<file path="src/design/bnnPkg.sv">
package bnnPkg;

  localparam int NumFeatures = 11;
  localparam int FeatureBits = 4;
  localparam int NumHidden = 40;
  localparam int NumClasses = 7;
  localparam int FifoDepth = 2;
  localparam int OutCredits = 2;

  localparam int NeuronBits = 9;  // Holds +-165 with sign
  localparam int ScoreBits = 6;   // Popcount 0..40
  localparam int ClassBits = 3;

  // Bit f*NumHidden+n set means neuron n adds feature f
  localparam logic [NumFeatures*NumHidden-1:0] HiddenWeights = {
    160'h5B25663F_86E7BDE8_30A6F10C_B3957448_E2B54E5D,
    160'hEB3BE336_B67C83CD_2685A1FE_E248F0A5_D8A8F7E5,
    120'hCB172127_28C004B5_1AB89C4A_FE0E58
  };

  // Bit c*NumHidden+h set means a hidden 1 agrees with class c
  localparam logic [NumClasses*NumHidden-1:0] OutputWeights = {
    160'h6B7AD953_00E777F8_D1B0EB72_F0D7B0CB_423057B0,
    120'hEB72F8D7_D8EB72FC_C7B1E353_4CC073
  };

  typedef logic [FeatureBits-1:0] feature_t;
  typedef logic signed [NeuronBits-1:0] neuronAcc_t;
  typedef logic [ScoreBits-1:0] score_t;
  typedef logic [ClassBits-1:0] classId_t;
  typedef logic [NumHidden-1:0] hiddenVec_t;

  typedef logic [$clog2(FifoDepth)-1:0] fifoPtr_t;
  typedef logic [$clog2(FifoDepth+1)-1:0] fifoCount_t;
  typedef logic [$clog2(OutCredits+1)-1:0] creditCnt_t;
  typedef logic [$clog2(NumFeatures)-1:0] featIdx_t;
  typedef logic [$clog2(NumHidden)-1:0] hiddenIdx_t;

  typedef feature_t [NumFeatures-1:0] featureVec_t;  // Feature 0 in low bits
  typedef score_t [NumClasses-1:0] classSums_t;

  typedef struct packed {
    classId_t classId;
    score_t score;
  } classResult_t;

endpackage
</file>
<file path="src/design/bnnClassifier.sv">
`timescale 1ns/1ns

module bnnClassifier (
  input  logic clk,
  input  logic rst,
  input  logic inValid,
  input  bnnPkg::featureVec_t inSample,
  output logic inCredit,
  output logic outValid,
  output bnnPkg::classResult_t outResult,
  input  logic outCredit
);
  import bnnPkg::*;

  logic sampleValid;
  featureVec_t sample;
  logic sampleTake;
  logic hiddenValid;
  hiddenVec_t hidden;
  logic hiddenTake;
  logic sumsValid;
  classSums_t sums;
  logic sumsTake;

  featureFifo fifo (
    .clk(clk),
    .rst(rst),
    .inValid(inValid),
    .inSample(inSample),
    .inCredit(inCredit),
    .sampleValid(sampleValid),
    .sample(sample),
    .sampleTake(sampleTake)
  );

  hiddenLayer layer1 (
    .clk(clk),
    .rst(rst),
    .sampleValid(sampleValid),
    .sample(sample),
    .sampleTake(sampleTake),
    .hiddenValid(hiddenValid),
    .hidden(hidden),
    .hiddenTake(hiddenTake)
  );

  outputLayer layer2 (
    .clk(clk),
    .rst(rst),
    .hiddenValid(hiddenValid),
    .hidden(hidden),
    .hiddenTake(hiddenTake),
    .sumsValid(sumsValid),
    .sums(sums),
    .sumsTake(sumsTake)
  );

  classSelect select (
    .clk(clk),
    .rst(rst),
    .sumsValid(sumsValid),
    .sums(sums),
    .sumsTake(sumsTake),
    .outValid(outValid),
    .outResult(outResult),
    .outCredit(outCredit)
  );

endmodule

</file>
<file path="src/design/classSelect.sv">
`timescale 1ns/1ns

module classSelect (
  input  logic clk,
  input  logic rst,
  input  logic sumsValid,
  input  bnnPkg::classSums_t sums,
  output logic sumsTake,
  output logic outValid,
  output bnnPkg::classResult_t outResult,
  input  logic outCredit
);
  import bnnPkg::*;

  classId_t bestId;
  score_t bestScore;
  creditCnt_t credits;

  assign sumsTake = sumsValid && credits != '0;

  // Strictly greater wins, so ties keep the lowest index
  always_comb begin
    bestId = '0;
    bestScore = sums[0];
    for (int c = 1; c < NumClasses; c++) begin
      if (sums[c] > bestScore) begin
        bestId = classId_t'(c);
        bestScore = sums[c];
      end
    end
  end

  always_ff @(posedge clk or posedge rst) begin
    if (rst) begin
      outValid <= 1'b0;
      credits <= creditCnt_t'(OutCredits);
    end else begin
      outValid <= sumsTake;  // Single cycle per result
      case ({sumsTake, outCredit})
        2'b10:   credits <= credits - 1'b1;
        2'b01:   credits <= credits + 1'b1;
        default: credits <= credits;  // Spend and refund cancel
      endcase
    end
  end

  always_ff @(posedge clk) begin
    if (sumsTake) begin
      outResult.classId <= bestId;
      outResult.score <= bestScore;
    end
  end

endmodule

</file>
<file path="src/design/outputLayer.sv">
`timescale 1ns/1ns

module outputLayer (
  input  logic clk,
  input  logic rst,
  input  logic hiddenValid,
  input  bnnPkg::hiddenVec_t hidden,
  output logic hiddenTake,
  output logic sumsValid,
  output bnnPkg::classSums_t sums,
  input  logic sumsTake
);
  import bnnPkg::*;

  typedef enum logic [1:0] {Idle, Busy, Full} state_t;

  state_t state;
  hiddenVec_t hiddenReg;
  hiddenIdx_t bitIdx;
  logic lastBit;
  logic curBit;

  assign hiddenTake = hiddenValid && state == Idle;
  assign sumsValid = state == Full;
  assign lastBit = bitIdx == hiddenIdx_t'(NumHidden - 1);
  assign curBit = hiddenReg[bitIdx];

  always_ff @(posedge clk or posedge rst) begin
    if (rst) begin
      state <= Idle;
      bitIdx <= '0;
    end else begin
      case (state)
        Idle: if (hiddenTake) state <= Busy;
        Busy: begin
          bitIdx <= lastBit ? '0 : bitIdx + 1'b1;
          if (lastBit) state <= Full;
        end
        Full: if (sumsTake) state <= Idle;
        default: state <= Idle;
      endcase
    end
  end

  always_ff @(posedge clk) begin
    if (hiddenTake) hiddenReg <= hidden;
  end

  // Counts stay put while Full and serve as the sums
  for (genvar c = 0; c < NumClasses; c++) begin : gClass
    score_t count;
    logic agree;

    assign agree = curBit == OutputWeights[c * NumHidden + bitIdx];  // XNOR
    assign sums[c] = count;

    always_ff @(posedge clk or posedge rst) begin
      if (rst) begin
        count <= '0;
      end else if (hiddenTake) begin
        count <= '0;
      end else if (state == Busy) begin
        count <= count + score_t'(agree);
      end
    end
  end

endmodule

</file>
<file path="src/design/hiddenLayer.sv">
`timescale 1ns/1ns

module hiddenLayer (
  input  logic clk,
  input  logic rst,
  input  logic sampleValid,
  input  bnnPkg::featureVec_t sample,
  output logic sampleTake,
  output logic hiddenValid,
  output bnnPkg::hiddenVec_t hidden,
  input  logic hiddenTake
);
  import bnnPkg::*;

  typedef enum logic [1:0] {Idle, Busy, Full} state_t;

  state_t state;
  featureVec_t sampleReg;
  featIdx_t featIdx;
  feature_t curFeature;
  neuronAcc_t curTerm;
  hiddenVec_t signBits;
  logic lastFeature;
  logic slotFree;

  assign hiddenValid = state == Full;
  // Next sample may enter as the held result leaves
  assign slotFree = (state == Idle) || (state == Full && hiddenTake);
  assign sampleTake = sampleValid && slotFree;
  assign lastFeature = featIdx == featIdx_t'(NumFeatures - 1);
  assign curFeature = sampleReg[featIdx];
  assign curTerm = neuronAcc_t'(curFeature);  // Unsigned, zero extended

  always_ff @(posedge clk or posedge rst) begin
    if (rst) begin
      state <= Idle;
      featIdx <= '0;
    end else begin
      case (state)
        Idle: if (sampleTake) state <= Busy;
        Busy: begin
          featIdx <= lastFeature ? '0 : featIdx + 1'b1;
          if (lastFeature) state <= Full;
        end
        Full: if (hiddenTake) state <= sampleTake ? Busy : Idle;
        default: state <= Idle;
      endcase
    end
  end

  always_ff @(posedge clk) begin
    if (sampleTake) sampleReg <= sample;
    if (state == Busy && lastFeature) hidden <= signBits;
  end

  for (genvar n = 0; n < NumHidden; n++) begin : gNeuron
    neuronAcc_t acc;
    neuronAcc_t nextAcc;
    logic addBit;

    assign addBit = HiddenWeights[featIdx * NumHidden + n];
    assign nextAcc = addBit ? acc + curTerm : acc - curTerm;
    assign signBits[n] = ~nextAcc[NeuronBits-1];  // Sum >= 0

    always_ff @(posedge clk or posedge rst) begin
      if (rst) begin
        acc <= '0;
      end else if (state == Busy) begin
        acc <= lastFeature ? '0 : nextAcc;
      end
    end
  end

endmodule

</file>
<file path="src/design/featureFifo.sv">
`timescale 1ns/1ns

module featureFifo (
  input  logic clk,
  input  logic rst,
  input  logic inValid,
  input  bnnPkg::featureVec_t inSample,
  output logic inCredit,
  output logic sampleValid,
  output bnnPkg::featureVec_t sample,
  input  logic sampleTake
);
  import bnnPkg::*;

  featureVec_t mem [FifoDepth];
  fifoPtr_t wrPtr;
  fifoPtr_t rdPtr;
  fifoCount_t count;
  logic push;
  logic pop;

  assign push = inValid;  // Sender only sends with a credit
  assign pop = sampleTake && sampleValid;
  assign sampleValid = count != '0;
  assign sample = mem[rdPtr];

  always_ff @(posedge clk) begin
    if (push) begin
      mem[wrPtr] <= inSample;
    end
  end

  always_ff @(posedge clk or posedge rst) begin
    if (rst) begin
      wrPtr <= '0;
      rdPtr <= '0;
      count <= '0;
      inCredit <= 1'b0;
    end else begin
      inCredit <= pop;  // One credit back per pop
      if (push) begin
        wrPtr <= (wrPtr == fifoPtr_t'(FifoDepth - 1)) ? '0 : wrPtr + 1'b1;
      end
      if (pop) begin
        rdPtr <= (rdPtr == fifoPtr_t'(FifoDepth - 1)) ? '0 : rdPtr + 1'b1;
      end
      case ({push, pop})
        2'b10:   count <= count + 1'b1;
        2'b01:   count <= count - 1'b1;
        default: count <= count;
      endcase
    end
  end

endmodule

</file>
<file path="config.mk">
export PLATFORM = sky130hd
export DESIGN_NAME = bnnClassifier
export DESIGN_NICKNAME = d
export VERILOG_FILES = /design/src/design/bnnPkg.sv /design/src/design/bnnClassifier.sv /design/src/design/classSelect.sv /design/src/design/outputLayer.sv /design/src/design/hiddenLayer.sv /design/src/design/featureFifo.sv
export SDC_FILE = /design/constraint.sdc
export NUM_CORES = 2
export LEC_CHECK = 0
export BUFFER_PORTS_ARGS = -buffer_cell sky130_fd_sc_hd__buf_4
export CORE_UTILIZATION = 40
export DETAILED_ROUTE_END_ITERATION = 10
export MAX_ROUTING_LAYER = met4
export SYNTH_ARGS = -nofsm -noshare
export SYNTH_HDL_FRONTEND = slang
export SYNTH_SLANG_ARGS = --single-unit
export TNS_END_PERCENT = 100
</file>
<file path="constraint.sdc">
create_clock -name clk -period 16.7 [get_ports clk]
set_input_delay 2.505 -clock clk [delete_from_list [all_inputs] [get_ports clk]]
set_output_delay 2.505 -clock clk [all_outputs]
set_load 0.01 [all_outputs]
</file>
==> reports/qor.yml <==
status: "finished clean"
drt_iter0_drc: 2457
grt-ovfl-total: 0
wl_um: 112500
clk_pin_slew_ns: 0.06
cp-end-kind: "flip-flop"
die_w_um: 332.8
drc: 0
synth_mux_area_share_pct: 4.191
yosys.area.top_type_share_pct: 24.18
fin_area_sq_um: 48180
holdPathStages: 0
finalSetupViolations: 0
cts_made_buffers: 78
vias: 33118
start_kind: "flip-flop"
ys_types: 87
synth-edff-count: 221
hold_path_class: "reg -> reg"
r2r_end: "select.outResult[0]"
hp-start: "layer1.hidden[11]"
synth_compound_area_share_pct: 20.02
relSlewSlack_pct: 22.04
setup_tns_ns: 0
synth-async-reset-ratio_pct: 65.74
grt_max_degree: 218
synth_flop_cell: "dfrtp_1"
topRoutingLayerUsed: "met4"
antenna_found_initial: 3
synth_area_sq_um: 43770
viasPerCell: 5.474
worstPathMaxFanout: 13
hold_end: "layer2.hiddenReg[11]"
synth_xor_area_share_pct: 8.144
layout.nets: 5098
ctsResizeCount: 0
die-area_sq_um: 110700
initial_core_util_pct: 40.60
port_buffers: 58
hold_violations: 0
wl_met2_um: 51520
max_stage_delay_ns: 0.69
wire_per_inst_um: 18.59
cts_tree: "yes"
fin_crit_sh_pct: 73.51
ff2ff_path_depth: 54
grt_setup_unrepaired: "false"
placed_cell_area_sq_um: 45670
clockBufferDepth: 3
grt_pass1_wl_um: 181600
synthAdderAreaFrac_pct: 14.14
yosys-top-cells-area: "dfrtp_1 24%, edfxtp_1 15%, ha_1 12%"
die_h_um: 332.8
core_area_sq_um: 107800
rrSetupSlack_ns: 4.42
ios: 59
synth-seq-area-share_pct: 39.41
cts_root_buf: "clkbuf_16"
postSynthRegisterBits: 645
slew_viol_final: 0
arrival_ns: 12.66
hpwlAfterDp_um: 70080
cpMostUsedCell: "ha_1"
fmax_mhz: 81.46
synth-simple-area-share_pct: 9.339
met3_length_um: 5787
postCtsSetupRepairBufs: 0
path_class: "reg -> reg"
synthToLayoutAreaGrowth_pct: 10.08
syn-instance-count: 4625
wl_met1_um: 51810
synth_nets: 5143
ys_warn_count: 0
worst_pin_slew_ns: 1.161
num_rows: 120
slowest_stage: "a32oi_1"
cts_htree_levels: 3
yosysTopAreaCell: "dfrtp_1"
synth.avg_cell_area_sq_um: 9.464
dr.pass1.iters: 6
fin_crit_ns: 12.28
clock_skew_ns: 0.04390
grtUsageTotal_pct: 21.09
drtAntennaViolNets: 0
hold_buffers: 0
clkLatencyLatePin_ns: 0.67
grt_pass1_vias: 32934
fillers: 10315
synth_top_family_by_area: "compound AO/OA/AOI/OAI gates"
r2r_start: "layer2.gClass[0].count[4]"
maxCapViolCount: 0
clock_sinks: 645
drive_gt1_share_pct: 8.204
crit_required_ns: 17.09
gp_congestion: 0.9367
## logic make-up (layout without fill, tap and decap cells)
group / Yosys count / count (layout)
adder cells (fa/ha/maj): 470 / 470
AO/OA/AOI/OAI: 1438 / 1438
buffers and inverters: 548 / 567
multiplexers: 124 / 124
flip-flops: 645 / 645
XOR/XNOR: 407 / 407
other: 0 / 3
AND/OR/NAND/NOR: 993 / 993
## registers in the layout (all words and copies together), names as in the netlist, 2 cells and up
| register | count |
|---|---|
| layer1.gNeuron.acc | 360 |
| fifo.mem | 88 |
| layer1.sampleReg | 44 |
| layer2.gClass.count | 42 |
| layer1.hidden | 40 |
| layer2.hiddenReg | 40 |
| select.outResult | 9 |
| layer2.bitIdx | 6 |
| layer1.featIdx | 4 |
| fifo.count | 2 |
| layer1.state | 2 |
| layer2.state | 2 |
| select.credits | 2 |
## cell usage after synthesis, drive strengths merged (7+ instances only)
master,instances
and3,7
clkinv,7
a21o,97
nor2,356
ha,429
nand2,480
edfxtp,221
a22oi,9
o21ai,444
xnor2,266
dfrtp,423
o21bai,164
or3,7
a21boi,7
inv,297
o22ai,50
buf,26
a21oi,439
nand3,40
nand2b,16
o31ai,23
a31oi,20
fa,41
nor2b,12
a311oi,8
o21a,16
o211ai,27
nor3,30
xor2,141
mux2i,28
mux4,42
mux2,54
clkbuf,218
nand4,19
a211oi,43
a22o,41
## metal layers
| layer | track usage (%) | vias to the layer above |
|---|---|---|
| li1 | - | 16213 |
| met1 | 27.57 | 15948 |
| met2 | 33.57 | 766 |
| met3 | 3.207 | 191 |
| met4 | 6.618 | 0 |
| met5 | - | - |
## layout make-up
type,count,area (sq um),area share (%)
flip-flops and latches,645,17250,35.80
clock buffers,106,2128,4.417
clock inverters,38,376.6,0.7817
inverters,304,1150,2.387
well taps,1403,1755,3.643
multi-input cells,3432,24590,51.05
repair buffers,119,918.4,1.906
diodes,3,7.507,0.01558
## layout by cell type, fill, tap and decap left out, types with 7 or more instances in the layout
cell and instances:
mux2i_1 28, o21ai_0 423, edfxtp_1 221, clkbuf_16 79, mux4_2 42, a311oi_1 8
nand4_1 19, xnor2_1 263, a21o_1 97, ha_1 427, nand3_1 40, a22oi_1 9
clkbuf_1 22, o21ai_1 18, nor2_1 354, dfrtp_1 421, o21bai_1 164, or3_1 7
buf_4 117, fa_1 41, clkinv_1 20, nor3_1 27, a31oi_1 19, a21oi_1 434
a211oi_1 40, a22o_1 41, nor2b_1 10, inv_1 292, o21a_1 16, o31ai_1 23
nand2b_1 15, clkinv_2 10, nand2_1 479, o211ai_1 27, o22ai_1 48, xor2_1 141
mux2_2 54
## worst max-delay path, delay by kind of cell, from the launching register on
kind                     cells  cell delay [ns]
AO/OA/AOI/OAI               25             5.79
multiplexers                 2             0.62
flip-flops                   1             0.42
buffers and inverters        2             0.18
adder cells (fa/ha/maj)      6             1.80
AND/OR/NAND/NOR             19             3.13
## metrics by stage
step           utilization (%)  cells  hold WS, ns  setup slack, ns
2_1_floorplan                -   4625       0.4003            2.392
3_3_place_gp             42.36   5903       0.4016            4.399
3_5_place_dp             42.36   5903       0.4045            4.445
4_1_cts                  44.69   6047       0.4182            4.356
5_1_grt                  44.69   6050       0.4189            3.179
6_report                 44.69   6050       0.4168            4.424
## worst max-delay path by stage
| stage | start | end | slack (ns) |
|---|---|---|---|
| 2_1_floorplan | rst | fifo.count[0] | 2.39 |
| 3_3_place_gp | layer2.gClass[0].count[4] | select.outResult[1] | 4.40 |
| 3_5_place_dp | layer2.gClass[0].count[4] | select.outResult[0] | 4.44 |
| 4_1_cts | layer2.gClass[0].count[4] | select.outResult[0] | 4.36 |
| 5_1_grt | layer2.gClass[0].count[4] | select.outResult[0] | 3.18 |
| 6_report | layer2.gClass[0].count[4] | select.outResult[0] | 4.42 |
Power is left out: the tool's default activity adds up to more than one toggle a clock period on the data nets, which glitch-free logic cannot reach.
